<file path="src/design/glb_settings.svh">
`ifndef GLB_SETTINGS_SVH
`define GLB_SETTINGS_SVH

// ======================================================================
// Bank geometry
// ======================================================================

// Word address width for 256 words per bank.
`define GLB_BANK_ADDR_WIDTH 8

// Word width in bits.
`define GLB_BANK_DATA_WIDTH 32

// Number of words follows from the address width.
`define GLB_BANK_DEPTH (1 << `GLB_BANK_ADDR_WIDTH)

`endif

</file>
<file path="src/design/glb_pkg.sv">
// ======================================================================
// Shared types for the global buffer bank
// ======================================================================

package glb_pkg;

    // Tag that travels with a read request.
    // It names the requester that gets the read response.
    // PSEL_NONE marks a cycle with no read in flight.
    typedef enum logic [1:0] {
        PSEL_NONE = 2'd0,
        PSEL_HOST = 2'd1,
        PSEL_STRM = 2'd2
    } packet_sel_t;

endpackage

</file>
<file path="src/design/glb_rdrs_router.sv">
`include "glb_settings.svh"

module glb_rdrs_router import glb_pkg::*; (
    input  logic                              clk,
    input  logic                              reset,

    // Response from the bank controller.
    input  logic [`GLB_BANK_DATA_WIDTH-1:0]   rd_data,
    input  logic                              rd_data_valid,
    input  packet_sel_t                       rdrs_sel,

    // Host side.
    output logic [`GLB_BANK_DATA_WIDTH-1:0]   host_rd_data,
    output logic                              host_rd_data_valid,

    // Stream side.
    output logic [`GLB_BANK_DATA_WIDTH-1:0]   strm_rd_data,
    output logic                              strm_rd_data_valid
);

    logic host_hit;
    logic strm_hit;

    // Valid response addressed to each side.
    assign host_hit = rd_data_valid && (rdrs_sel == PSEL_HOST);
    assign strm_hit = rd_data_valid && (rdrs_sel == PSEL_STRM);

    // ==================================================================
    // Output registers
    // ==================================================================

    // Valid is a one-cycle pulse; data keeps the last delivered word.
    always_ff @(posedge clk or posedge reset) begin
        if (reset) begin
            host_rd_data_valid <= 1'b0;
            strm_rd_data_valid <= 1'b0;
            host_rd_data       <= '0;
            strm_rd_data       <= '0;
        end else begin
            host_rd_data_valid <= host_hit;
            strm_rd_data_valid <= strm_hit;
            if (host_hit) begin
                host_rd_data <= rd_data;
            end
            if (strm_hit) begin
                strm_rd_data <= rd_data;
            end
        end
    end

endmodule

</file>
<file path="config.mk">
export PLATFORM = sky130hd
export DESIGN_NAME = glb_rdrs_router
export DESIGN_NICKNAME = d
export VERILOG_FILES = /design/src/design/glb_pkg.sv /design/src/design/glb_rdrs_router.sv
export VERILOG_INCLUDE_DIRS = /design/src /design/src/design
export SDC_FILE = /design/constraint.sdc
export NUM_CORES = 1
export LEC_CHECK = 0
export CAP_MARGIN = 5
export CORE_MARGIN = 4
export CORE_UTILIZATION = 40
export DETAILED_ROUTE_END_ITERATION = 12
export DONT_BUFFER_PORTS = 1
export GPL_TIMING_DRIVEN = 0
export PLACE_DENSITY = 0.57
export SLEW_MARGIN = 30
export SYNTH_ARGS = -nofsm -noshare
export SYNTH_HDL_FRONTEND = slang
export SYNTH_SLANG_ARGS = --single-unit
export TNS_END_PERCENT = 50
</file>
<file path="constraint.sdc">
create_clock -name clk -period 5.5 [get_ports clk]
set_input_delay 1.1 -clock clk [delete_from_list [all_inputs] [get_ports clk]]
set_output_delay 1.1 -clock clk [all_outputs]
set_load 0.03 [all_outputs]
</file>
== Word level (Yosys, flattened, before mapping) ==
Index checks and enable logic that the tools add are counted.

* Bits in registers: 66
* Bits in latches: 0
* Bits in writable memories: 0
* ROM bits: 0
* Memories: 0

* $add $sub $neg: 0
* Multiply operators: 0
* Divide/modulo/power cells: 0
* $lt $le $gt $ge: 0
* Eq/ne operators: 2
* Shifts and indexed selects: 0
* Multiplexer cells: 0
* Bitwise gates (word level): 0
* Reduce and logical (&&, ||, !) cells: 2

{| class="wikitable"
|+ Operators by type and width
! kind !! count
|-
| $eq 2x1->1 const B || 1
|-
| $eq 2x2->1 const B || 1
|-
| $logic_and 1x1->1 || 2
|}

== Depth between registers and ports, before layout ==
Gate-level depths: netlist of the first run.

* Depth after elaboration: 2
* Mapped depth: 3
* Depth with buffers taken out: 2

== Worst setup path before layout of the first run ==
No wires, ideal clock.

* Path kind: in2reg
* From: input rdrs_sel[1]
* To: register host_rd_data[10]
* Library setup time: 0.125 ns
* Arrival: 1.734 ns
* Setup slack: 3.641 ns
* Cell stages on the path: 3
* Cell sequence: nand3b_4 -> buf_6 -> mux2_4

* Cells in the longest elaborated chain, start to end: 2

{| class="wikitable"
|+ Ends and longest elaborated chain
! element !! RTL line !! RTL
|-
| start: declaration || glb_rdrs_router.sv:10 || <nowiki>input packet_sel_t rdrs_sel,</nowiki>
|-
| $eq 2x1->1 || glb_rdrs_router.sv:25 || <nowiki>assign host_hit = rd_data_valid && (rdrs_sel == PSEL_HOST);</nowiki>
|-
| $logic_and 1x1->1 || glb_rdrs_router.sv:25 ||
|-
| end signal: assignment || glb_rdrs_router.sv:43 || <nowiki>host_rd_data <= rd_data;</nowiki>
|-
| end: declaration || glb_rdrs_router.sv:13 || <nowiki>output logic [`GLB_BANK_DATA_WIDTH-1:0] host_rd_data,</nowiki>
|}

Every way passes these cells.
A chain may end at the register's enable or synchronous reset.

== Final worst setup path of the first run ==
* From: register host_rd_data[16]
* To: output host_rd_data[16]

No word-level cell between the ends.

==> results of run 1 <==
-- metrics by stage --
step	power (mW)	area, um2	hold WS (ns)	worst slack (ns)	std cells
global route	1.405	2999	0.5966	3.466	235
detailed placement	1.006	2828	0.7353	3.546	219
floorplan	0.9598	2709	0.7185	2.745	141
CTS	1.363	2999	0.5988	3.497	235
global placement	0.9943	2805	0.7384	2.232	218
finish	1.342	2999	0.6081	3.528	235
-- per-layer routing --
layer  share of wire  vias up
met4          0.0047        0
met5               0        -
li1                -      510
met2            0.50       70
met1            0.37      622
met3            0.12        2
-- placed cells by master (no fill, tap or decap) --
cell | synthesis | layout
clkbuf_1 | 0 | 1
nand3b_4 | 2 | 2
mux2_2 | 6 | 6
inv_1 | 3 | 2
buf_6 | 6 | 6
mux2_4 | 58 | 58
clkinv_2 | 0 | 3
dfrtp_1 | 66 | 66
clkinvlp_4 | 0 | 2
buf_12 | 0 | 1
inv_4 | 0 | 1
clkbuf_8 | 0 | 10
-- layout make-up --
class                   instances  share of cell area
clock inverters                 5             0.01001
plain buffers                   6             0.02253
well taps                      77             0.03212
repair buffers                  1            0.006675
flip-flops and latches         66              0.5507
multi-input cells              66              0.3262
inverters                       3            0.004589
clock buffers                  11             0.04714
-- flip-flops by register name, summed over array words and instances (netlist names) --
signal	cells
host_rd_data	32
host_rd_data_valid	1
strm_rd_data	32
strm_rd_data_valid	1
-- Yosys cell counts --
library cell and count:
nand3b_4 2, mux2_2 6, buf_6 6, dfrtp_1 66, mux2_4 58, inv_1 3
-- logic make-up after synthesis --
group / after synthesis
flip-flops: 66
multiplexers: 64
AND/OR/NAND/NOR: 2
buffers and inverters: 9
-- path summary, 6_finish.rpt --
path	startpoint	to	slack, ns	cells past startpoint
hold / removal	reset	host_rd_data[7]	0.61	1
hold reg to reg	strm_rd_data[17]	strm_rd_data[17]	0.75	1
setup reg to reg	strm_rd_data[22]	strm_rd_data[22]	4.57	1
setup / recovery	host_rd_data[16]	host_rd_data[16]	3.53	0
min in group clk	strm_rd_data[17]	strm_rd_data[17]	0.75	1
max in group asynchronous	reset	strm_rd_data[14]	4.37	2
-- power by group through the flow --
stage | clock network, mW | logic (mW) | registers, mW
detailed placement | 0 | 0.167 | 0.839
CTS | 0.364 | 0.167 | 0.832
global placement | 0 | 0.157 | 0.838
global route | 0.391 | 0.175 | 0.839
floorplan | 0 | 0.148 | 0.812
finish | 0.350 | 0.164 | 0.829
==> impl_metrics.toml, run 1 <==
[power]
powerDensity_nw_per_um2 = 447.6
power_frac_clock = 0.260
seqPwrFrac = 0.618
switching_share = 0.3542
internal_power_mw = 0.8669
vdd_drop_max_mv = 0.2075
p_sw_mw = 0.4755
power_frac_comb = 0.122
p_leak_nw = 1.533

[synth]
yosysSeqAreaShare = 0.6097
syn_inst = 141
yosys.area_share.simple = 0.01478
synthAdderAreaFrac = 0
syn_area_um2 = 2709
synth_top_family_by_area = "multiplexers"
synth_compound_area_frac = 0
synth_warnings = 0
yosys.area.top_type_share = 0.6097
syn_nets = 178
yosys.area.top_type = "dfrtp_1"
ys_ff_latch = 66
synth_cell_types = 6
synth_mux_area_frac = 0.3464
synth.top_cells.by_area = "dfrtp_1 61%, mux2_4 32%, buf_6 2.5%"
syn-mean-instance-area_um2 = 19.21
synth_xor_area_frac = 0

[routing]
drtAntennaViolNets = 0
wire_per_inst_um = 22.52
route.detailed.drc = 0
vias_per_cell = 5.123
num_vias = 1204
wirelength_um = 5293
firstDrtPassIters = 3
drt_iter0_drc = 41

[layout]
finish.utilization = 0.4644
seqCellArea_um2 = 1652
nets = 190
multi_input_area_um2 = 978.4
syn_to_final_growth_pct = 10.72
drive_gt1_frac = 0.5633
antennaDiodeCount = 0
nFillCells = 546

[placement]
port_buffers = 0
dp_hpwl_um = 3829
place.gp.congestion = 0.6499

[timing]
max_freq_mhz = 507.1
rsz0062_at_grt = "no"
finalHoldViolCount = 0
report.final.slew_viol_count = 0
tns_ns = 0
fin_crit_sh = 0.3585
slew_headroom = 0.7745
final-setup-viol-count = 0
finClkSkew_ns = 0
period_needed_ns = 1.972
tightest_slew_ns = 0.3382

[clocking]
cts_tree = "yes"
htree_num_levels = 3
cts-root-buf = "clkbuf_8"
clkTransAtPathRegs_ns = 0.07
hold_buffers = 0
clk_latency_ns = 0.33
cts.path.max_buffers = 2
cts_buffers = 9
post_cts_buffers = 0
cts_resized = 0
cts_sinks = 66

[critical_path]
worst-path-max-fanout = 2
criticalPathCategory = "reg -> out"
crit_arrival_ns = 0.87
crit_required_ns = 4.40
cp-end-kind = "primary output"
crit_path_start_kind = "flop"

[global_route]
globalRouteTotalUtil = 0.1356
use_met1 = 0.1447
grt_pass1_wl_um = 8493
grt_max_degree = 41
met2_usage = 0.2172
grt_pass1_vias = 1439
grt_busiest_layer = "met2"
use_met3 = 0.09333
grt.overflow.total = 0
antenna_found_initial = 0

[floorplan]
die_x_um = 90.29
ios = 103
core_area_um2 = 6459
dieArea_um2 = 8152
die_y_um = 90.29
rows = 29
initial_core_util = 0.4194

[min_path]
hp-class = "in -> async"

[run_status]
outcome = "finished, final reports clean"

[run]
drv_cap = 0
Power figures use the tool's default switching activity.
==> run 2: changes to the inputs <==
--- a/config.mk
+++ b/config.mk
@@ -12,7 +12,7 @@
 export DETAILED_ROUTE_END_ITERATION = 12
 export DONT_BUFFER_PORTS = 1
 export GPL_TIMING_DRIVEN = 0
-export PLACE_DENSITY = 0.57
+export PLACE_DENSITY = 0.59
 export SLEW_MARGIN = 30
 export SYNTH_ARGS = -nofsm -noshare
 export SYNTH_HDL_FRONTEND = slang
==> constraint.sdc (replaced) <==
create_clock -name clk -period 1.6 [get_ports clk]
set_input_delay 0.32 -clock clk [delete_from_list [all_inputs] [get_ports clk]]
set_output_delay 0.32 -clock clk [all_outputs]
set_load 0.03 [all_outputs]
==> impl_metrics.toml, run 2 (same netlist as run 1, synthesis figures left out) <==
[floorplan]
rows = 29
dieArea_um2 = 8152
die_y_um = 90.29
die_x_um = 90.29
ios = 103
core_area_um2 = 6459
initial_core_util = 0.4194

[clocking]
post_cts_buffers = 0
cts_sinks = 66
clk_latency_ns = 0.32
cts_tree = "yes"
cts_buffers = 9
clkTransAtPathRegs_ns = 0.07
htree_num_levels = 3
hold_buffers = 1
cts-root-buf = "clkbuf_8"
cts.path.max_buffers = 2
cts_resized = 0

[layout]
drive_gt1_frac = 0.5625
top_regs = "host_rd_data: 32 flops, strm_rd_data: 32 flops"
antennaDiodeCount = 0
nFillCells = 567
final_common_cell = "dfrtp_1"
mostFrequentLayoutCells = "66 x dfrtp_1, 58 x mux2_4, 10 x clkbuf_8, 6 x buf_6, 6 x mux2_2"
seqCellArea_um2 = 1652
syn_to_final_growth_pct = 12.42
multi_input_area_um2 = 978.4
nets = 192

[global_route]
grt_max_degree = 26
grt.overflow.total = 0
grt_pass1_vias = 1505
antenna_found_initial = 0
grt_pass1_wl_um = 8604
globalRouteTotalUtil = 0.1367

[power]
p_leak_nw = 1.549
powerDensity_nw_per_um2 = 1517
vdd_drop_max_mv = 0.7215

[timing]
fin_crit_sh = 0.7437
slew_headroom = 0.6283
tightest_slew_ns = 0.5564
period_needed_ns = 1.190
finClkSkew_ns = 0
max_freq_mhz = 840.4
finalHoldViolCount = 0
report.final.slew_viol_count = 0
tns_ns = 0
final-setup-viol-count = 0
whs_ns = 0.1360
rsz0062_at_grt = "no"

[routing]
route.detailed.drc = 0
drt_iter0_drc = 18
vias_per_cell = 5.139
wirelength_um = 5381
firstDrtPassIters = 3
wire_per_inst_um = 22.70
num_vias = 1218
drtAntennaViolNets = 0

[placement]
port_buffers = 0
place.gp.congestion = 0.7016
dp_hpwl_um = 4064

[critical_path]
crit_required_ns = 1.28
rr_endpoint = "host_rd_data[12]"
criticalPathCategory = "reg -> out"
r2r_slack_ns = 0.67
crit_path_start_kind = "flop"
worst-path-max-fanout = 2
cp-end-kind = "primary output"
r2r_cells = 1
rr_startpoint = "host_rd_data[12]"
crit_arrival_ns = 0.87

[run_status]
outcome = "finished, final reports clean"

[min_path]
min_from = "rd_data[20]"
hp-class = "in -> reg"
hold_end = "strm_rd_data[20]"
hold_path_depth = 1

[run]
drv_cap = 0
==> run 2: where the power goes <==
group / switching, mW / leakage [nW] / total, mW / internal [mW]
combinational: 0.151 / 0.680 / 0.576 / 0.425
sequential: 0.889 / 0.784 / 2.86 / 1.97
clock: 0.591 / 0.0851 / 1.19 / 0.596
total: 1.63 / 1.55 / 4.62 / 2.99
==> run 2: worst max-delay path by stage <==
| stage | from | to | slack, ns | cells after the start |
|---|---|---|---|---|
| finish | strm_rd_data[16] | strm_rd_data[16] | 0.41 | 0 |
| global route | strm_rd_data[13] | strm_rd_data[13] | 0.36 | 0 |
| CTS | host_rd_data[12] | host_rd_data[12] | 0.38 | 0 |
| detailed placement | rdrs_sel[1] | host_rd_data[27] | 0.42 | 3 |
| global placement | reset | host_rd_data[22] | 0.33 | 1 |
| floorplan | rdrs_sel[1] | host_rd_data[10] | 0.52 | 3 |
==> run 2: routing by layer <==
layer	GRT usage	wire length, um	vias to the layer above
met4	0.06633	93	0
met3	0.07500	588	11
met5	0	0	-
met2	0.2234	2736	69
li1	-	-	517
met1	0.1427	1962	621
==> run 2: final cells by class <==
class                      instances  share of cell area
clock buffer                      11             0.04643
tap                               77             0.03164
sequential                        66              0.5423
timing repair buffer               3             0.02136
buffer                             6             0.02219
inverter                           3            0.004930
clock inverter                     5            0.009860
multi-input combinational         66              0.3213
==> run 2: stage by stage <==
step	util	total power, mW	cell area (um2)	std cells	worst slack (ns)
after global placement	0.4349	3.418	2809	218	0.3265
after floorplan	-	3.300	2713	141	0.5206
after global routing	0.4715	4.831	3045	237	0.3602
after detailed placement	0.4434	3.477	2864	220	0.4160
after CTS	0.4715	4.690	3045	237	0.3833
final	0.4715	4.621	3045	237	0.4101
