==> src/design/glb_settings.svh <==
`ifndef GLB_SETTINGS_SVH
`define GLB_SETTINGS_SVH

// ======================================================================
// Bank geometry
// ======================================================================

// Word address width for 256 words per bank.
`define GLB_BANK_ADDR_WIDTH 8

// Word width in bits.
`define GLB_BANK_DATA_WIDTH 32

// Number of words follows from the address width.
`define GLB_BANK_DEPTH (1 << `GLB_BANK_ADDR_WIDTH)

`endif

==> src/design/glb_pkg.sv <==
// ======================================================================
// Shared types for the global buffer bank
// ======================================================================

package glb_pkg;

    // Tag that travels with a read request.
    // It names the requester that gets the read response.
    // PSEL_NONE marks a cycle with no read in flight.
    typedef enum logic [1:0] {
        PSEL_NONE = 2'd0,
        PSEL_HOST = 2'd1,
        PSEL_STRM = 2'd2
    } packet_sel_t;

endpackage

==> src/design/glb_bank_if.sv <==
`include "glb_settings.svh"

// ======================================================================
// Request path, arbiter to bank controller
// ======================================================================

interface glb_req_if import glb_pkg::*; ();

    // Write request with per-bit mask.
    logic                              wr_en;
    logic [`GLB_BANK_ADDR_WIDTH-1:0]   wr_addr;
    logic [`GLB_BANK_DATA_WIDTH-1:0]   wr_data;
    logic [`GLB_BANK_DATA_WIDTH-1:0]   wr_bit_sel;

    // Read request and its requester tag.
    logic                              rd_en;
    logic [`GLB_BANK_ADDR_WIDTH-1:0]   rd_addr;
    packet_sel_t                       rdrq_sel;

    modport arb (
        output wr_en, wr_addr, wr_data, wr_bit_sel,
        output rd_en, rd_addr, rdrq_sel
    );

    modport ctrl (
        input  wr_en, wr_addr, wr_data, wr_bit_sel,
        input  rd_en, rd_addr, rdrq_sel
    );

endinterface


==> src/design/glb_packet_arb.sv <==
`include "glb_settings.svh"

module glb_packet_arb import glb_pkg::*; (
    input  logic                              clk,
    input  logic                              reset,

    // Host requester.
    input  logic                              host_wr_en,
    input  logic [`GLB_BANK_ADDR_WIDTH-1:0]   host_wr_addr,
    input  logic [`GLB_BANK_DATA_WIDTH-1:0]   host_wr_data,
    input  logic [`GLB_BANK_DATA_WIDTH-1:0]   host_wr_bit_sel,
    input  logic                              host_rd_en,
    input  logic [`GLB_BANK_ADDR_WIDTH-1:0]   host_rd_addr,

    // Stream requester.
    input  logic                              strm_wr_en,
    input  logic [`GLB_BANK_ADDR_WIDTH-1:0]   strm_wr_addr,
    input  logic [`GLB_BANK_DATA_WIDTH-1:0]   strm_wr_data,
    input  logic [`GLB_BANK_DATA_WIDTH-1:0]   strm_wr_bit_sel,
    input  logic                              strm_rd_en,
    input  logic [`GLB_BANK_ADDR_WIDTH-1:0]   strm_rd_addr,

    output logic                              strm_drop,
    glb_req_if.arb                            req
);

    // ==================================================================
    // Grant decision
    // ==================================================================

    logic host_active;
    logic strm_active;

    // Any host strobe takes the bank for this cycle.
    assign host_active = host_wr_en | host_rd_en;
    assign strm_active = strm_wr_en | strm_rd_en;

    // ==================================================================
    // Registered strobes, tag and drop pulse
    // ==================================================================

    always_ff @(posedge clk or posedge reset) begin
        if (reset) begin
            req.wr_en    <= 1'b0;
            req.rd_en    <= 1'b0;
            req.rdrq_sel <= PSEL_NONE;
            strm_drop    <= 1'b0;
        end else begin
            if (host_active) begin
                req.wr_en    <= host_wr_en;
                req.rd_en    <= host_rd_en;
                req.rdrq_sel <= host_rd_en ? PSEL_HOST : PSEL_NONE;
            end else begin
                req.wr_en    <= strm_wr_en;
                req.rd_en    <= strm_rd_en;
                req.rdrq_sel <= strm_rd_en ? PSEL_STRM : PSEL_NONE;
            end
            // Stream that lost to the host gets a one-cycle notice.
            strm_drop <= host_active & strm_active;
        end
    end

    // Payload follows the same grant; only qualified by the strobes.
    always_ff @(posedge clk) begin
        if (host_active) begin
            req.wr_addr    <= host_wr_addr;
            req.wr_data    <= host_wr_data;
            req.wr_bit_sel <= host_wr_bit_sel;
            req.rd_addr    <= host_rd_addr;
        end else begin
            req.wr_addr    <= strm_wr_addr;
            req.wr_data    <= strm_wr_data;
            req.wr_bit_sel <= strm_wr_bit_sel;
            req.rd_addr    <= strm_rd_addr;
        end
    end

endmodule

==> src/flat_wrapper.sv <==
// flat-port wrapper written by rule: the top's interface ports become plain ports
module glb_packet_arb_flat import glb_pkg::*;
  (clk, reset, host_wr_en, host_wr_addr, host_wr_data, host_wr_bit_sel, host_rd_en, host_rd_addr, strm_wr_en, strm_wr_addr, strm_wr_data, strm_wr_bit_sel, strm_rd_en, strm_rd_addr, strm_drop, req_wr_en, req_wr_addr, req_wr_data, req_wr_bit_sel, req_rd_en, req_rd_addr, req_rdrq_sel);
  glb_req_if req_i ();
  input  logic clk;
  input  logic reset;
  input  logic host_wr_en;
  input  logic [`GLB_BANK_ADDR_WIDTH-1:0] host_wr_addr;
  input  logic [`GLB_BANK_DATA_WIDTH-1:0] host_wr_data;
  input  logic [`GLB_BANK_DATA_WIDTH-1:0] host_wr_bit_sel;
  input  logic host_rd_en;
  input  logic [`GLB_BANK_ADDR_WIDTH-1:0] host_rd_addr;
  input  logic strm_wr_en;
  input  logic [`GLB_BANK_ADDR_WIDTH-1:0] strm_wr_addr;
  input  logic [`GLB_BANK_DATA_WIDTH-1:0] strm_wr_data;
  input  logic [`GLB_BANK_DATA_WIDTH-1:0] strm_wr_bit_sel;
  input  logic strm_rd_en;
  input  logic [`GLB_BANK_ADDR_WIDTH-1:0] strm_rd_addr;
  output logic strm_drop;
  output wire logic [$bits(req_i.wr_en)-1:0] req_wr_en;
  output wire logic [$bits(req_i.wr_addr)-1:0] req_wr_addr;
  output wire logic [$bits(req_i.wr_data)-1:0] req_wr_data;
  output wire logic [$bits(req_i.wr_bit_sel)-1:0] req_wr_bit_sel;
  output wire logic [$bits(req_i.rd_en)-1:0] req_rd_en;
  output wire logic [$bits(req_i.rd_addr)-1:0] req_rd_addr;
  output wire logic [$bits(req_i.rdrq_sel)-1:0] req_rdrq_sel;
  assign req_wr_en = req_i.wr_en;
  assign req_wr_addr = req_i.wr_addr;
  assign req_wr_data = req_i.wr_data;
  assign req_wr_bit_sel = req_i.wr_bit_sel;
  assign req_rd_en = req_i.rd_en;
  assign req_rd_addr = req_i.rd_addr;
  assign req_rdrq_sel = req_i.rdrq_sel;
  glb_packet_arb u_core (.clk(clk), .reset(reset), .host_wr_en(host_wr_en), .host_wr_addr(host_wr_addr), .host_wr_data(host_wr_data), .host_wr_bit_sel(host_wr_bit_sel), .host_rd_en(host_rd_en), .host_rd_addr(host_rd_addr), .strm_wr_en(strm_wr_en), .strm_wr_addr(strm_wr_addr), .strm_wr_data(strm_wr_data), .strm_wr_bit_sel(strm_wr_bit_sel), .strm_rd_en(strm_rd_en), .strm_rd_addr(strm_rd_addr), .strm_drop(strm_drop), .req(req_i));
endmodule
==> config.mk <==
export PLATFORM = sky130hd
export DESIGN_NAME = glb_packet_arb_flat
export DESIGN_NICKNAME = d
export VERILOG_FILES = /design/src/design/glb_pkg.sv /design/src/design/glb_bank_if.sv /design/src/design/glb_packet_arb.sv /design/src/flat_wrapper.sv
export VERILOG_INCLUDE_DIRS = /design/src /design/src/design
export SDC_FILE = /design/constraint.sdc
export NUM_CORES = 1
export LEC_CHECK = 0
export BUFFER_PORTS_ARGS = -buffer_cell sky130_fd_sc_hd__buf_2
export CAP_MARGIN = 20
export CORE_MARGIN = 5
export CORE_UTILIZATION = 40
export CTS_BUF_LIST = sky130_fd_sc_hd__clkbuf_8
export CTS_CLUSTER_DIAMETER = 50
export DETAILED_ROUTE_END_ITERATION = 7
export PLACE_DENSITY = 0.94
export SETUP_SLACK_MARGIN = 0.05
export SYNTH_ARGS = -nofsm -noshare
export SYNTH_HDL_FRONTEND = slang
export SYNTH_SLANG_ARGS = --single-unit
==> constraint.sdc <==
create_clock -name clk -period 0.8 [get_ports clk]
set_clock_uncertainty 0.2 [all_clocks]
set_input_delay 0.04 -clock clk [delete_from_list [all_inputs] [get_ports clk]]
set_output_delay 0.04 -clock clk [all_outputs]
set_load 0.02 [all_outputs]
-- After elaboration in Yosys (flattened, before gate mapping)
Cells that the tools add are included.
- $add $sub $neg: 0
- multipliers: 0
- div/mod/pow operators: 0
- $lt $le $gt $ge: 0
- eq/ne operators: 0
- shift-type cells: 0
- multiplexer cells: 9
- bitwise logic cells: 3
- reductions and logical operators: 0
- operators by type and width (kind ; count):
    $mux W32 ; 2
    $mux W8 ; 2
    $mux W2 ; 2
    $mux W1 ; 3
    $or A1 B1 Y1 ; 2
    $and A1 B1 Y1 ; 1
- flip-flop bits (word level): 85
- latch bits: 0
- bits in writable memories: 0
- bits in read-only memories: 0
- input bits: 166
- output and inout port bits: 85
- word-level logic and storage cells: 20
- memories kept: 0

-- Depth between registers and ports, before layout
- depth in word-level cells: 2
- mapped depth: 3
- depth with buffers taken out: 2

-- Worst setup path before layout
No wires, ideal clock.
- path type: input to register
- start: input port host_rd_en
- end: register u_core.req.rd_addr[7]
- setup time: 121 ps
- data arrival time: 750 ps
- data required time: 479 ps
- path slack: -271 ps
- stages: 3
- buffers on the path: 1
- cells stage by stage: nor2_8 > buf_8 > mux2_4
- cells in the longest elaborated chain, start to end: 2
- RTL lines (element ; line ; RTL):
    from (decl) ; flat_wrapper.sv:11 ; input logic host_rd_en;
    $or A1 B1 Y1 ; glb_packet_arb.sv:35 ; assign host_active = host_wr_en | host_rd_en;
    $mux W8 ; glb_packet_arb.sv:65 ; if (host_active) begin
    to (signal assigned) ; glb_packet_arb.sv:69 ; req.rd_addr <= host_rd_addr;
    to (signal assigned) ; glb_packet_arb.sv:74 ; req.rd_addr <= strm_rd_addr;
    to (decl) ; glb_bank_if.sv:22 ; output rd_en, rd_addr, rdrq_sel
No other way between the ends.

-- Worst setup path in the final report
- start: register u_core.req.rdrq_sel[1]
- end: output port req_rdrq_sel[1]
- RTL lines (element ; line ; RTL):
    from (decl) ; glb_bank_if.sv:22 ;
    from (signal assigned) ; glb_packet_arb.sv:52 ; req.rdrq_sel <= host_rd_en ? PSEL_HOST : PSEL_NONE;
    from (signal assigned) ; glb_packet_arb.sv:56 ; req.rdrq_sel <= strm_rd_en ? PSEL_STRM : PSEL_NONE;
    to (decl) ; flat_wrapper.sv:26 ; output wire logic [$bits(req_i.rdrq_sel)-1:0] req_rdrq_sel;
No word-level cell between the ends.

==> reports/metrics.yaml <==
design.core.area_mm2: 0.007647
final_cell_mix: "buf_2 (163), buf_6 (91), mux2_4 (80), dfxtp_2 (80)"
fin_crit_ns: 1.103
cts_tree: "yes"
critPathLaunchType: "flip-flop"
post-route-period-util_pct: 137.8
first_global_vias: 3109
multi_input_area_mm2: 0.001250
h-tree-depth: 3
nets: 632
relSlewSlack_pct: 86.55
outcome: "finished with violations"
synth_area_mm2: 0.003102
dr.pass1.iters: 4
dpl_worst_slack_ns: -0.5194
tightest_slew_ns: 0.2016
synth_nets: 349
yosys_warnings: 0
viasPerCell: 4.510
irDropWorstVdd_uv: 877.2
cts.clk_slew.worst_paths_ns: 0.09
num_vias: 2584
routed_wl_um: 10770
detail_route.wl_per_cell_um: 18.80
hold_ws_ns: -0.2874
grt_overflow: 0
critPathTopFamily: "flip-flops"
fin_ws_ns: -0.3028
root_buffer: "clkbuf_8"
final_antenna_net_count: 0
grt_first_pass_wirelength_um: 16190
path_buf_inv: 1
rsz0062_at_grt: "true"
fillers: 445
ys_ff_latch: 85
numCtsBuffers: 9
die_h_um: 98.06
clock_path_buffers: 2
io_pins: 251
rows: 32
gp_congestion: 0.8232
start_util_pct: 40.56
cp_slowest_cell: "dfrtp_1"
clock.fmax_mhz: 906.8
drtIter0Drc: 18
synth_area_leaders: "dfxtp_1 (52%), mux2_4 (38%), dfrtp_1 (4.0%), buf_8 (3.9%), mux2_2 (0.73%)"
worst-path-max-fanout: 1
power.density_mw_per_mm2: 1890
cap_violations: 0
slew_violations: 0
port-buffer-count: 250
crit_start: "u_core.req.rdrq_sel[1]"
drc: 0
grt_max_degree: 15
crit_type: "reg -> out"
worst-path-stages: 1
synth_top_area_cell: "dfxtp_1"
setup-violations-final: 165
worstPathArrival_ns: 0.86
ctsHoldBuffers: 1
antenna_found_initial: 0
cp.required_ns: 0.56
hold_path.class: "in -> reg"
design.die.area_mm2: 0.009616
antennaDiodeCount: 0
grt_util_all_layers_pct: 22.07
syn2layout_area_growth_pct: 86.28
cts_sinks: 85
crit_chain: "buf_6"
mostFrequentLayoutCell: "buf_2"
yosysTopAreaCellShare_pct: 51.63
endpoint: "req_rdrq_sel[1]"
violations: "negative hold slack, negative setup slack"
ff_latch_area_mm2: 0.001827
postSynthCellCount: 183
fp.dieW_um: 98.06
cp-end-kind: "output port"
leakage_nw: 2.910
syn_avg_cell_area_um2: 16.95
drive_above_1_share_pct: 97.03
synth_seq_area_share_pct: 55.67
synthDistinctLibCells: 12
crit_path_max_incr_delay_ns: 0.39
hold_viol: 90
==> flip-flops by register name, indices dropped and copies added (netlist names) <==
name,flops
u_core.req.rd_addr,8
u_core.req.rd_en,1
u_core.req.rdrq_sel,2
u_core.req.wr_addr,8
u_core.req.wr_bit_sel,32
u_core.req.wr_data,32
u_core.req.wr_en,1
u_core.strm_drop,1
==> where the power goes <==
part | internal [mW] | leakage, nW | switching (mW) | total, mW
logic | 1.62 | 2.06 | 1.01 | 2.63
clock network | 2.01 | 0.120 | 1.48 | 3.48
registers | 4.64 | 0.734 | 0.172 | 4.81
total | 8.26 | 2.91 | 2.66 | 10.9
==> synth_stat cells, drive strengths merged <==
cell type,n
nor2,3
mux2,80
clkbuf,1
and2,1
dfxtp,80
buf,8
dfrtp,5
a21o,1
o21ai,1
inv,3
==> logic make-up (layout without fill, tap and decap cells) <==
logic type / after synthesis / after routing / synth area share (%)
and+or+nand+nor: 4 / 4 / 1.089
DFF: 85 / 85 / 55.67
AOI/OAI and AO/OA: 2 / 2 / 0.4033
buffers and inverters: 12 / 300 / 4.357
muxes: 80 / 80 / 38.48
==> how the worst min path moves through the flow <==
stage                              startpoint                   endpoint  depth (start not counted)
after global placement                  reset     u_core.req.rdrq_sel[1]                          2
after detailed placement                reset           u_core.req.rd_en                          2
after global routing         strm_wr_data[20]     u_core.req.wr_data[20]                          2
after floorplan                         reset           u_core.req.rd_en                          1
after CTS                 strm_wr_bit_sel[13]  u_core.req.wr_bit_sel[13]                          2
final                     strm_wr_bit_sel[15]  u_core.req.wr_bit_sel[15]                          2
==> stage by stage <==
step | utilization [%] | instance area (um2) | power [mW] | cells | setup TNS, ns
finish | 75.56 | 5778 | 10.92 | 573 | -26.85
global route | 75.56 | 5778 | 11.31 | 573 | -30.83
CTS | 76.87 | 5878 | 11.01 | 578 | -29.20
detailed placement | 58.74 | 4492 | 6.718 | 539 | -37.39
global placement | 58.74 | 4492 | 6.640 | 539 | -35.15
floorplan | - | 3102 | 5.865 | 183 | -21.40
==> metal layers <==
metal  GRT usage [%]  share of wire, %  up-vias
met3           6.000               7.4       27
met2           43.98                56      154
met4           9.052               3.1        0
met1           20.81                33     1210
met5               0                 0        -
li1                -                 -     1193
==> timing repair <==
action                                  CTS  global route
gates cloned                              7             1
resized for setup                       291             6
endpoints found under the setup margin  162           167
pin swaps                                 1             1
endpoints found under the hold margin    90            90
buffers inserted                         15             1
==> layout make-up <==
cell class              count  area share [%]
well taps                 102           2.209
multi-input cells          86           21.63
flip-flops and latches     85           31.62
clock buffers              12           2.858
repair buffers            281           40.26
inverters                   3          0.1949
clock inverters             4           1.234
Note: power is estimated with default switching activity, not from simulation.
