===== src/design/glb_settings.svh =====
`ifndef GLB_SETTINGS_SVH
`define GLB_SETTINGS_SVH

// ======================================================================
// Bank geometry
// ======================================================================

// Word address width for 256 words per bank.
`define GLB_BANK_ADDR_WIDTH 8

// Word width in bits.
`define GLB_BANK_DATA_WIDTH 32

// Number of words follows from the address width.
`define GLB_BANK_DEPTH (1 << `GLB_BANK_ADDR_WIDTH)

`endif


===== src/design/glb_pkg.sv =====
// ======================================================================
// Shared types for the global buffer bank
// ======================================================================

package glb_pkg;

    // Tag that travels with a read request.
    // It names the requester that gets the read response.
    // PSEL_NONE marks a cycle with no read in flight.
    typedef enum logic [1:0] {
        PSEL_NONE = 2'd0,
        PSEL_HOST = 2'd1,
        PSEL_STRM = 2'd2
    } packet_sel_t;

endpackage


===== src/design/glb_bank_if.sv =====
`include "glb_settings.svh"

// ======================================================================
// Request path, arbiter to bank controller
// ======================================================================

interface glb_req_if import glb_pkg::*; ();

    // Write request with per-bit mask.
    logic                              wr_en;
    logic [`GLB_BANK_ADDR_WIDTH-1:0]   wr_addr;
    logic [`GLB_BANK_DATA_WIDTH-1:0]   wr_data;
    logic [`GLB_BANK_DATA_WIDTH-1:0]   wr_bit_sel;

    // Read request and its requester tag.
    logic                              rd_en;
    logic [`GLB_BANK_ADDR_WIDTH-1:0]   rd_addr;
    packet_sel_t                       rdrq_sel;

    modport arb (
        output wr_en, wr_addr, wr_data, wr_bit_sel,
        output rd_en, rd_addr, rdrq_sel
    );

    modport ctrl (
        input  wr_en, wr_addr, wr_data, wr_bit_sel,
        input  rd_en, rd_addr, rdrq_sel
    );

endinterface

// ======================================================================
// Memory port, bank controller to memory
// ======================================================================

interface glb_mem_if ();

    logic                              rd_en;
    logic                              wr_en;
    logic [`GLB_BANK_ADDR_WIDTH-1:0]   addr;
    logic [`GLB_BANK_DATA_WIDTH-1:0]   data_in;
    logic [`GLB_BANK_DATA_WIDTH-1:0]   data_in_bit_sel;
    // Registered read data from the array.
    logic [`GLB_BANK_DATA_WIDTH-1:0]   data_out;

    modport ctrl (
        output rd_en, wr_en, addr, data_in, data_in_bit_sel,
        input  data_out
    );

    modport mem (
        input  rd_en, wr_en, addr, data_in, data_in_bit_sel,
        output data_out
    );

endinterface


===== src/design/glb_bank_ctrl.sv =====
`include "glb_settings.svh"

module glb_bank_ctrl import glb_pkg::*; (
    input  logic                              clk,
    input  logic                              reset,

    // Registered request from the arbiter.
    glb_req_if.ctrl                           req,

    // Memory strobes and read data.
    glb_mem_if.ctrl                           mem,

    // Read response toward the router.
    output logic [`GLB_BANK_DATA_WIDTH-1:0]   rd_data,
    output logic                              rd_data_valid,
    output packet_sel_t                       rdrs_sel
);

    // ==================================================================
    // Local state
    // ==================================================================

    logic                              rd_en_d1;
    packet_sel_t                       rdrs_sel_d1;
    logic [`GLB_BANK_DATA_WIDTH-1:0]   rd_data_d1;

    // ==================================================================
    // Memory strobes
    // ==================================================================

    // Write first; a read in the same cycle is dropped silently.
    always_comb begin
        if (req.wr_en) begin
            mem.wr_en           = 1'b1;
            mem.rd_en           = 1'b0;
            mem.addr            = req.wr_addr;
            mem.data_in         = req.wr_data;
            mem.data_in_bit_sel = req.wr_bit_sel;
        end else if (req.rd_en) begin
            mem.wr_en           = 1'b0;
            mem.rd_en           = 1'b1;
            mem.addr            = req.rd_addr;
            mem.data_in         = '0;
            mem.data_in_bit_sel = '0;
        end else begin
            // Idle.
            mem.wr_en           = 1'b0;
            mem.rd_en           = 1'b0;
            mem.addr            = '0;
            mem.data_in         = '0;
            mem.data_in_bit_sel = '0;
        end
    end

    // ==================================================================
    // Read response
    // ==================================================================

    // Delay the issued read and its tag to line up with data_out.
    // Held data tracks what goes out so it stays put when idle.
    always_ff @(posedge clk or posedge reset) begin
        if (reset) begin
            rd_en_d1    <= 1'b0;
            rdrs_sel_d1 <= PSEL_NONE;
            rd_data_d1  <= '0;
        end else begin
            rd_en_d1    <= mem.rd_en;
            rdrs_sel_d1 <= mem.rd_en ? req.rdrq_sel : PSEL_NONE;
            rd_data_d1  <= rd_data;
        end
    end

    // Fresh word while valid, last value otherwise.
    assign rd_data       = rd_en_d1 ? mem.data_out : rd_data_d1;
    assign rd_data_valid = rd_en_d1;
    assign rdrs_sel      = rdrs_sel_d1;

endmodule


===== src/flat_wrapper.sv =====
// flat-port wrapper written by rule: the top's interface ports become plain ports
module glb_bank_ctrl_flat import glb_pkg::*;
  (clk, reset, rd_data, rd_data_valid, rdrs_sel, req_wr_en, req_wr_addr, req_wr_data, req_wr_bit_sel, req_rd_en, req_rd_addr, req_rdrq_sel, mem_rd_en, mem_wr_en, mem_addr, mem_data_in, mem_data_in_bit_sel, mem_data_out);
  glb_req_if req_i ();
  glb_mem_if mem_i ();
  input  logic clk;
  input  logic reset;
  output logic [`GLB_BANK_DATA_WIDTH-1:0] rd_data;
  output logic rd_data_valid;
  output packet_sel_t rdrs_sel;
  input wire logic [$bits(req_i.wr_en)-1:0] req_wr_en;
  input wire logic [$bits(req_i.wr_addr)-1:0] req_wr_addr;
  input wire logic [$bits(req_i.wr_data)-1:0] req_wr_data;
  input wire logic [$bits(req_i.wr_bit_sel)-1:0] req_wr_bit_sel;
  input wire logic [$bits(req_i.rd_en)-1:0] req_rd_en;
  input wire logic [$bits(req_i.rd_addr)-1:0] req_rd_addr;
  input wire logic [$bits(req_i.rdrq_sel)-1:0] req_rdrq_sel;
  output wire logic [$bits(mem_i.rd_en)-1:0] mem_rd_en;
  output wire logic [$bits(mem_i.wr_en)-1:0] mem_wr_en;
  output wire logic [$bits(mem_i.addr)-1:0] mem_addr;
  output wire logic [$bits(mem_i.data_in)-1:0] mem_data_in;
  output wire logic [$bits(mem_i.data_in_bit_sel)-1:0] mem_data_in_bit_sel;
  input wire logic [$bits(mem_i.data_out)-1:0] mem_data_out;
  assign req_i.wr_en = req_wr_en;
  assign req_i.wr_addr = req_wr_addr;
  assign req_i.wr_data = req_wr_data;
  assign req_i.wr_bit_sel = req_wr_bit_sel;
  assign req_i.rd_en = req_rd_en;
  assign req_i.rd_addr = req_rd_addr;
  assign req_i.rdrq_sel = req_rdrq_sel;
  assign mem_rd_en = mem_i.rd_en;
  assign mem_wr_en = mem_i.wr_en;
  assign mem_addr = mem_i.addr;
  assign mem_data_in = mem_i.data_in;
  assign mem_data_in_bit_sel = mem_i.data_in_bit_sel;
  assign mem_i.data_out = mem_data_out;
  glb_bank_ctrl u_core (.clk(clk), .reset(reset), .req(req_i), .mem(mem_i), .rd_data(rd_data), .rd_data_valid(rd_data_valid), .rdrs_sel(rdrs_sel));
endmodule

===== config.mk =====
export PLATFORM = sky130hd
export DESIGN_NAME = glb_bank_ctrl_flat
export DESIGN_NICKNAME = d
export VERILOG_FILES = /design/src/design/glb_pkg.sv /design/src/design/glb_bank_if.sv /design/src/design/glb_bank_ctrl.sv /design/src/flat_wrapper.sv
export VERILOG_INCLUDE_DIRS = /design/src /design/src/design
export SDC_FILE = /design/constraint.sdc
export NUM_CORES = 1
export LEC_CHECK = 0
export ABC_CLOCK_PERIOD_IN_PS = 1750
export BUFFER_PORTS_ARGS = -buffer_cell sky130_fd_sc_hd__clkbuf_2
export CORE_AREA = 2 2 89 91
export CTS_CLUSTER_DIAMETER = 120
export DETAILED_ROUTE_END_ITERATION = 8
export DIE_AREA = 0 0 91 93
export PLACE_DENSITY = 0.66
export SETUP_SLACK_MARGIN = 0.5
export SLEW_MARGIN = 40
export SYNTH_ARGS = -nofsm -noshare
export SYNTH_HDL_FRONTEND = slang
export SYNTH_SLANG_ARGS = --single-unit

===== constraint.sdc =====
create_clock -name clk -period 1.75 [get_ports clk]
set_input_delay 0.35 -clock clk [delete_from_list [all_inputs] [get_ports clk]]
set_output_delay 0.35 -clock clk [all_outputs]
set_load 0.01 [all_outputs]

=== After elaboration in Yosys (flattened, before gate mapping) ===
Index checks and enable logic that the tools add are counted.

* Muxes and demuxes: 9

{| class="wikitable"
|+ Operators with widths
! kind !! count
|-
| two-way mux 32 bit || 3
|-
| two-way mux 8 bit || 2
|-
| two-way mux 1 bit || 3
|-
| two-way mux 2 bit || 1
|}

* Register bits after elaboration: 35
* Output and inout bits: 109
* Input port bits: 118

=== Longest topological paths before layout ===
Gate-level depths: netlist (run 1).

* Depth in word-level cells: 3
* Gate-level depth with buffers: 4
* Mapped depth without buffers: 2

=== Worst setup path after synthesis (run 1) ===
OpenSTA, ideal clock, no wires.

* Kind: register -> output
* From: reg u_core.rd_en_d1 (netlist: u_core.rd_data_valid)
* To: out rd_data[10]
* Setup slack: 0.394 ns
* Data arrival time: 1.006 ns
* Data required time: 1.400 ns
* Path buffers: 2
* Stages on the path, launching flop included: 4
* Path through: dfrtp_1 buf_6 buf_12 mux2_4

* Cells in the longest elaborated chain, start to end: 1

{| class="wikitable"
|+ Ends and longest elaborated chain
! element !! line !! source
|-
| from (decl) || glb_bank_ctrl.sv:23 || <nowiki>logic rd_en_d1;</nowiki>
|-
| from (signal assigned) || glb_bank_ctrl.sv:67 || <nowiki>rd_en_d1 <= mem.rd_en;</nowiki>
|-
| two-way mux 32 bit || glb_bank_ctrl.sv:74 || <nowiki>assign rd_data = rd_en_d1 ? mem.data_out : rd_data_d1;</nowiki>
|-
| to (decl) || flat_wrapper.sv:8 || <nowiki>output logic [`GLB_BANK_DATA_WIDTH-1:0] rd_data;</nowiki>
|}

No other way between the ends.

=== Worst setup path after layout (run 1) ===
* From: reg u_core.rd_en_d1 (netlist: u_core.rd_data_valid)
* To: out rd_data[4]

The elaborated chain is that of the path after synthesis.

==> run summary, run 1 <==
GR Overflow Total - 0
crit start category - flop
internal power - 2.139 mW
RSZ-0062 raised after global routing - yes
Finished Core Util - 0.5972
vias in the first global route - 2314
Layout area overhead - 128.7%
failing checks - setup timing
hold crit path type - in -> reg
Lkg Pwr - 2.433 nW
CP max stage delay - 480 ps
# fillers - 634
Clock transition at path regs - 70 ps
Initial Utilization - 0.2611
GP Congestion - 0.8318
clk buf depth - 2
worst path required time - 1400 ps
Mapped Area - 0.001966 mm2
Slew @ Worst Pin - 431.8 ps
critical path class - reg -> out
Mean Syn Cell Area - 12.52 um2
RR Startpoint - u_core.rd_data_valid
CTS sink cnt - 35
count of final setup violators - 19
Overall Global Routing Usage - 0.1857
layout cells sized above 1 - 0.8867
core area - 0.007527 mm2
worst hold margin - 276.8 ps
internal reg-to-reg setup slack - 500 ps
syn_nets - 275
clk_lat worst skew - 280 ps
Final nets - 523
Ys Warns - 0
I/O Pins - 227
row count - 32
Switching Share - 0.2645
slew margin rel. - 0.7122
total CTS buffers - 5
PD cells - 646.9 mW/mm2
fin crit share - 1.008
global-route wire length before repair - 12260 um
Yosys cell types - 12
non-filler cells, final - 510
Fin Setup TNS - -128.0 ps
outcome - finished with violations
register area share after synthesis - 0.4456
final max-slew violation count - 0
H-tree Lvls - 2
Logic pwr share - 0.415
NetSw - 0.7691 mW
Yosys reg bits - 35
Arrival @ worst endpoint - 1410 ps
die area - 0.008463 mm2
DRC Markers - 0
commonest non-fill, non-tap cell in the layout - clkbuf_2
Period minus WS final - 1764 ps
CTS tree - built
DRT antenna net count - 0
final wirelength - 8904 um
hold_sp - req_rdrq_sel[0]
most frequent cells in the layout - 141 x clkbuf_2, 64 x and2_4, 60 x buf_6
multi-input logic area - 0.001151 mm2
critical path's top delay family - flip-flops
Clock Power Share - 0.255
WL/cell - 17.46 um
Via density - 4.298
Sequential Power Share - 0.329
Storage cell area - 877.1 um2
1st-pass router iterations - 4
largest net degree at the start of global routing - 35
slowest CP cell - dfrtp_2
Root Driver - clkbuf_8
final hold vios - 0
synthesized instance count - 157
crit path cell chain - buf_16 > mux2_4 > clkbuf_2
Die H - 93 um
setup slack at placement - 266.2 ps
vias - 2192
initial antenna violation count - 2
VDD IR max - 276.3 uV
worst path bufs/invs - 2
CP max FO - 16
Inst Count DP - 475
clk_skew - 4.175 ps
DIE WIDTH - 91 um
buffers added on ports - 226
hpwl dp - 5741 um
max cap viols - 0
PnR worst setup slack - -13.65 ps
fmax - 0.5670 GHz
Setup crit end kind - output port
Iter 0 DRT Violations - 31
worst setup path startpoint - u_core.rd_data_valid
-- timing repair --
item | CTS | global route
cloned | 11 | 1
pin swaps | 17 | 22
hold buffers | 1 | 0
buffers inserted | 6 | 6
endpoints found under the hold margin | 1 | 0
gates resized for setup | 98 | 144
endpoints found under the setup margin | 106 | 107
-- cells by family (layout without fill, tap and decap cells) --
group,count (synthesis),after routing,synth area share
flops,35,35,0.4456
mux,32,32,0.2406
buf+inv,15,263,0.06365
simple gates,67,68,0.2145
other cells,0,2,0
compound gates,8,8,0.03565
-- cell type report --
cell class                      instances  area share
Sequential cell                        35      0.1951
Inverter                                1   0.0008350
Clock buffer                            6     0.01837
Clock inverter                          2    0.007793
Tap cell                              102     0.02839
Timing Repair Buffer                  254      0.4923
Multi-Input combinational cell        108      0.2561
Antenna cell                            2    0.001113
-- metrics by stage --
stage               cell area (um2)  total power [mW]
finish                         4496             2.908
global route                   4496             3.043
CTS                            4013             2.752
detailed placement             3164             1.773
global placement               3164             1.756
floorplan                      1978             1.411
-- power by group through the flow --
stage                     combinational, mW  clock [mW]  sequential [mW]
after floorplan                       0.453           0            0.957
after global placement                0.795           0            0.961
after CTS                              1.04       0.761            0.955
after detailed placement              0.806           0            0.968
final                                  1.21       0.742            0.958
after global routing                   1.28       0.799            0.968
-- final timing paths --
check                           depth (start not counted)                     to
max in group asynchronous                               4   u_core.rd_data_valid
worst min register to register                          1   u_core.rd_data_d1[3]
worst max-delay path                                    3             rd_data[4]
min in group asynchronous                               3  u_core.rd_data_d1[31]
worst min-delay path                                    2     u_core.rdrs_sel[0]
worst max register to register                          3  u_core.rd_data_d1[20]
-- synthesized netlist by cell type --
master / instances / area share
and2_1: 66 / 0.21
dfrtp_1: 35 / 0.45
mux2_4: 30 / 0.23
a22o_1: 8 / 0.036
clkbuf_1: 6 / 0.011
buf_12: 3 / 0.031
buf_4: 3 / 0.011
mux2_2: 2 / 0.011
buf_2: 1 / 0.0025
buf_6: 1 / 0.0057
inv_1: 1 / 0.0019
nor2b_2: 1 / 0.0045
-- state kept, by name (all words and copies together) (netlist names) --
| register | flops |
|---|---|
| u_core.rd_data_d1 | 32 |
| u_core.rdrs_sel | 2 |
| u_core.rd_data_valid | 1 |
-- per-layer routing --
metal / wire length, um / track usage / vias to the layer above / part of all wire
li1: - / - / 1009 / -
met1: 3045 / 0.1980 / 1026 / 0.34
met2: 4799 / 0.3401 / 139 / 0.54
met3: 840 / 0.05641 / 18 / 0.094
met4: 219 / 0.07828 / 0 / 0.025
met5: 0 / 0 / - / 0
No activity file was read; power rests on OpenSTA's default activity.
==> run 2: changes to the inputs <==
--- a/config.mk
+++ b/config.mk
@@ -8,11 +8,11 @@
 export LEC_CHECK = 0
 export ABC_CLOCK_PERIOD_IN_PS = 1750
 export BUFFER_PORTS_ARGS = -buffer_cell sky130_fd_sc_hd__clkbuf_2
-export CORE_AREA = 2 2 89 91
+export CORE_MARGIN = 5
+export CORE_UTILIZATION = 30
 export CTS_CLUSTER_DIAMETER = 120
 export DETAILED_ROUTE_END_ITERATION = 8
-export DIE_AREA = 0 0 91 93
-export PLACE_DENSITY = 0.66
+export PLACE_DENSITY = 0.73
 export SETUP_SLACK_MARGIN = 0.5
 export SLEW_MARGIN = 40
 export SYNTH_ARGS = -nofsm -noshare
==> run 2 against run 1 <==
Effect of this change:
- the run still ends with setup timing left
- via count is 2.7% higher
- sequential power about the same
- combinational power up 3%
- clock skew is 3.2 ps higher
- cell area is 0.64% lower
- non-clock buffer count increased by 6
- first-iteration DRC count grew 61%
- sequential share of layout area rose by 0.13 points
- count of clock-buffer cells in the layout stayed put
==> run summary, run 2 (synthesis results as in run 1) <==
CTS sink cnt - 35
Design Area, Final - 0.004467 mm2
max reg flops - 32
commonest non-fill, non-tap cell in the layout - clkbuf_2
H-tree Lvls - 2
largest net degree at the start of global routing - 21
die area - 0.008271 mm2
VDD IR max - 752.1 uV
PnR worst setup slack - -34.09 ps
final wirelength - 9579 um
global-route wire length before repair - 12980 um
crit start category - flop
worst path required time - 1400 ps
outcome - finished with violations
worst hold margin - 77.06 ps
Iter 0 DRT Violations - 50
Clock transition at path regs - 60 ps
Arrival @ worst endpoint - 1430 ps
fmax - 0.5605 GHz
critical path class - reg -> out
GP Congestion - 0.8570
clk buf depth - 2
RR Startpoint - u_core.rd_data_valid
Fin Setup TNS - -562.7 ps
setup slack at placement - 220.1 ps
Via density - 4.615
GR Overflow Total - 0
total CTS buffers - 5
Slew @ Worst Pin - 257.1 ps
I/O Pins - 227
1st-pass router iterations - 4
Initial Utilization - 0.3096
final hold vios - 0
max cap viols - 0
CTS tree - built
row count - 29
final max-slew violation count - 0
initial antenna violation count - 0
WL/cell - 19.63 um
Top reg by flops - u_core.rd_data_d1
Final nets - 529
total power - 2.897 mW
slew margin rel. - 0.8286
failing checks - setup timing
Finished Core Util - 0.7034
clk_skew - 7.370 ps
clk_lat worst skew - 280 ps
vias - 2252
RSZ-0062 raised after global routing - yes
Layout area overhead - 127.2%
DP Area - 0.003156 mm2
DRC Markers - 0
buffers added on ports - 226
Setup crit end kind - output port
# fillers - 418
worst setup path startpoint - u_core.rd_data_valid
most frequent cells in the layout - 138 x clkbuf_2, 67 x buf_6, 54 x and2_4
CP max FO - 5
Period minus WS final - 1784 ps
core area - 0.006350 mm2
DRT antenna net count - 0
Lkg Pwr - 2.435 nW
hold crit path type - in -> async
vias in the first global route - 2427
DIE WIDTH - 90.95 um
Inst Count DP - 453
hold_buf cts - 0
Die H - 90.95 um
Overall Global Routing Usage - 0.1980
non-filler cells, final - 488
layout cells sized above 1 - 0.8637
Root Driver - clkbuf_8
count of final setup violators - 26
PD cells - 648.6 mW/mm2
hpwl dp - 6503 um
# diodes - 0
fin crit share - 1.019
==> run 2: final timing paths <==
check | to | slack [ps] | depth (start not counted)
worst max-delay path | rd_data[15] | -30 | 4
worst min-delay path | u_core.rd_data_d1[28] | 80 | 3
worst max register to register | u_core.rd_data_d1[10] | 480 | 4
worst min register to register | u_core.rd_data_d1[9] | 490 | 1
max in group asynchronous | u_core.rd_data_d1[4] | 1440 | 3
min in group clk | u_core.rdrs_sel[0] | 280 | 2
==> run 2: cell type report <==
class / instances / area [um2] / area share
timing repair buffer: 260 / 2265 / 0.5070
multi-input combinational: 108 / 1122 / 0.2513
sequential: 35 / 877.1 / 0.1964
tap: 77 / 96.34 / 0.02157
clock buffer: 6 / 72.57 / 0.01625
clock inverter: 1 / 30.03 / 0.006723
inverter: 1 / 3.754 / 0.0008403
==> run 2: report_power, final <==
part | internal [mW] | switching, mW | total (mW)
Clock | 0.417 | 0.269 | 0.686
Sequential | 0.921 | 0.0392 | 0.960
Combinational | 0.791 | 0.460 | 1.25
Total | 2.13 | 0.768 | 2.90
==> run 2: metal layers <==
metal | wire length (um) | global-route usage | part of all wire | vias to the layer above
met5 | 0 | 0 | 0 | -
met4 | 238 | 0.06968 | 0.025 | 0
met3 | 952 | 0.06777 | 0.099 | 17
met2 | 5124 | 0.3576 | 0.53 | 128
met1 | 3264 | 0.2137 | 0.34 | 1087
li1 | - | - | - | 1020
==> run 2: worst max-delay path, stage by stage, from the launching register on <==
cell       delay, ps
dfrtp_2          430
buf_12           140
clkbuf_16        150
mux2_4           310
buf_6            130
==> run 2: what timing repair did <==
| item | 4_1_cts | 5_1_grt |
|---|---|---|
| gates resized for setup | 83 | 160 |
| cloned | 10 | 2 |
| pin swaps | 20 | 24 |
| setup endpoints to repair | 98 | 96 |
| buffers inserted | 7 | 9 |
==> run 3: changes to the inputs <==
--- a/config.mk
+++ b/config.mk
@@ -8,11 +8,12 @@
 export LEC_CHECK = 0
 export ABC_CLOCK_PERIOD_IN_PS = 1750
 export BUFFER_PORTS_ARGS = -buffer_cell sky130_fd_sc_hd__clkbuf_2
-export CORE_MARGIN = 5
-export CORE_UTILIZATION = 30
+export CORE_AREA = 2 2 87 89
 export CTS_CLUSTER_DIAMETER = 120
 export DETAILED_ROUTE_END_ITERATION = 8
-export PLACE_DENSITY = 0.73
+export DIE_AREA = 0 0 89 91
+export MAX_ROUTING_LAYER = met4
+export PLACE_DENSITY = 0.68
 export SETUP_SLACK_MARGIN = 0.5
 export SLEW_MARGIN = 40
 export SYNTH_ARGS = -nofsm -noshare
==> run 3 against run 2 <==
Effect of this change:
- the flow now finishes without violations
- final cell count rose by 3.5%
- combinational power fell by 9.6%
- first-iteration DRC count fell by 50%
- highest routed layer unchanged
- hold slack improved by 190 ps
- count of clock-buffer cells in the layout fell by 1
- die area fell by 2.1%
- flip-flop and latch count did not move
- register-to-register slack improved by 200 ps
- clock skew fell by 4.3 ps
==> run summary, run 3 (synthesis results as in run 1) <==
worst path required time - 1400 ps
hold crit path type - in -> reg
Arrival @ worst endpoint - 1380 ps
clk buf depth - 2
count of final setup violators - 0
1st-pass router iterations - 4
outcome - finished clean
Period minus WS final - 1726 ps
hold_sp - req_rdrq_sel[1]
DP Area - 0.003156 mm2
max reg flops - 32
R2R depth - 2
Slew @ Worst Pin - 389.0 ps
CP max stage delay - 430 ps
total CTS buffers - 5
PD cells - 656.5 mW/mm2
layout cells sized above 1 - 0.8719
max cap viols - 0
Final nets - 523
worst setup path startpoint - u_core.rd_data_valid
Via density - 4.426
vias in the first global route - 2231
I/O Pins - 227
Logic pwr share - 0.400
crit start category - flop
Switching Share - 0.2804
Iter 0 DRT Violations - 25
Finished Core Util - 0.6015
GR Overflow Total - 0
RSZ-0062 raised after global routing - yes
Die H - 91 um
slew margin rel. - 0.7406
hold depth - 2
NetSw - 0.7902 mW
clk_lat worst skew - 280 ps
vias - 2235
fin crit share - 0.9863
# fillers - 612
final wirelength - 9681 um
core area - 0.007137 mm2
VDD IR max - 288.8 uV
critical path class - reg -> out
global-route wire length before repair - 12450 um
Clock Power Share - 0.262
final max-slew violation count - 0
GP Congestion - 0.8941
DIE WIDTH - 89 um
commonest non-fill, non-tap cell in the layout - clkbuf_2
fmax - 0.5794 GHz
DRT antenna net count - 0
Design Area, Final - 0.004293 mm2
Root Driver - clkbuf_8
row count - 31
Clock transition at path regs - 80 ps
H-tree Lvls - 2
clk_skew - 3.052 ps
total power - 2.818 mW
final hold vios - 0
# diodes - 0
Initial Utilization - 0.2754
Top reg by flops - u_core.rd_data_d1
internal power - 2.028 mW
Layout area overhead - 118.4%
initial antenna violation count - 0
most frequent cells in the layout - 155 x clkbuf_2, 61 x buf_6, 58 x and2_4
Setup crit end kind - output port
CP max FO - 11
crit path cell chain - buf_6 > mux2_4 > clkbuf_2
hpwl dp - 6758 um
Lkg Pwr - 2.363 nW
CTS tree - built
slowest CP cell - dfrtp_2
Sequential Power Share - 0.338
DRC Markers - 0
die area - 0.008099 mm2
WL/cell - 19.17 um
Overall Global Routing Usage - 0.2139
worst hold margin - 263.3 ps
buffers added on ports - 226
RR Startpoint - u_core.rd_data_valid
largest net degree at the start of global routing - 32
CTS sink cnt - 35
[run 3: final cells by class]
class	count	area (um2)	area share
clock buffers	5	68.82	0.01603
well taps	99	123.9	0.02885
clock inverters	3	43.79	0.01020
inverters	1	3.754	0.0008744
flip-flops and latches	35	877.1	0.2043
multi-input cells	107	1115	0.2597
repair buffers	255	2061	0.4800
[run 3: power by group through the flow]
stage / logic, mW / registers [mW] / clock network [mW]
after floorplan: 0.453 / 0.957 / 0
after global placement: 0.803 / 0.966 / 0
after detailed placement: 0.813 / 0.968 / 0
after CTS: 0.950 / 0.953 / 0.758
after global routing: 1.20 / 0.959 / 0.798
final: 1.13 / 0.952 / 0.739
[run 3: metrics by stage]
stage / std cells / worst slack [ps] / setup TNS (ps)
final: 505 / 24.06 / 0
after global routing: 505 / -34.31 / -728.6
after CTS: 503 / 1.520 / 0
after detailed placement: 473 / 210.2 / 0
after global placement: 473 / 222.7 / 0
after floorplan: 157 / 394.5 / 0
[run 3: worst paths after layout]
kind / slack, ps / endpoint
min in group asynchronous: 480 / u_core.rd_data_d1[20]
worst max-delay path: 20 / rd_data[8]
worst min register to register: 490 / u_core.rd_data_d1[15]
worst min-delay path: 260 / u_core.rdrs_sel[1]
worst max register to register: 680 / u_core.rd_data_d1[26]
max in group asynchronous: 620 / u_core.rd_data_valid
[run 3: per-layer routing]
| layer | track usage | share of wire | vias to the layer above |
|---|---|---|---|
| met3 | 0.04273 | 0.076 | 24 |
| li1 | - | - | 1003 |
| met4 | 0.09577 | 0.039 | 0 |
| met1 | 0.2435 | 0.36 | 1082 |
| met5 | - | 0 | - |
| met2 | 0.3576 | 0.53 | 126 |
[run 3: timing repair]
action	CTS	global route
pin swaps	0	6
hold buffers	1	0
resized for setup	22	191
endpoints found under the hold margin	4	0
cloned	10	1
buffers inserted	11	1
setup endpoints to repair	107	97
[run 3: worst max-delay path: cells and delay by family, from the launching register on]
family   cells  cell delay (ps)
buf+inv      2              330
flops        1              430
mux          1              320
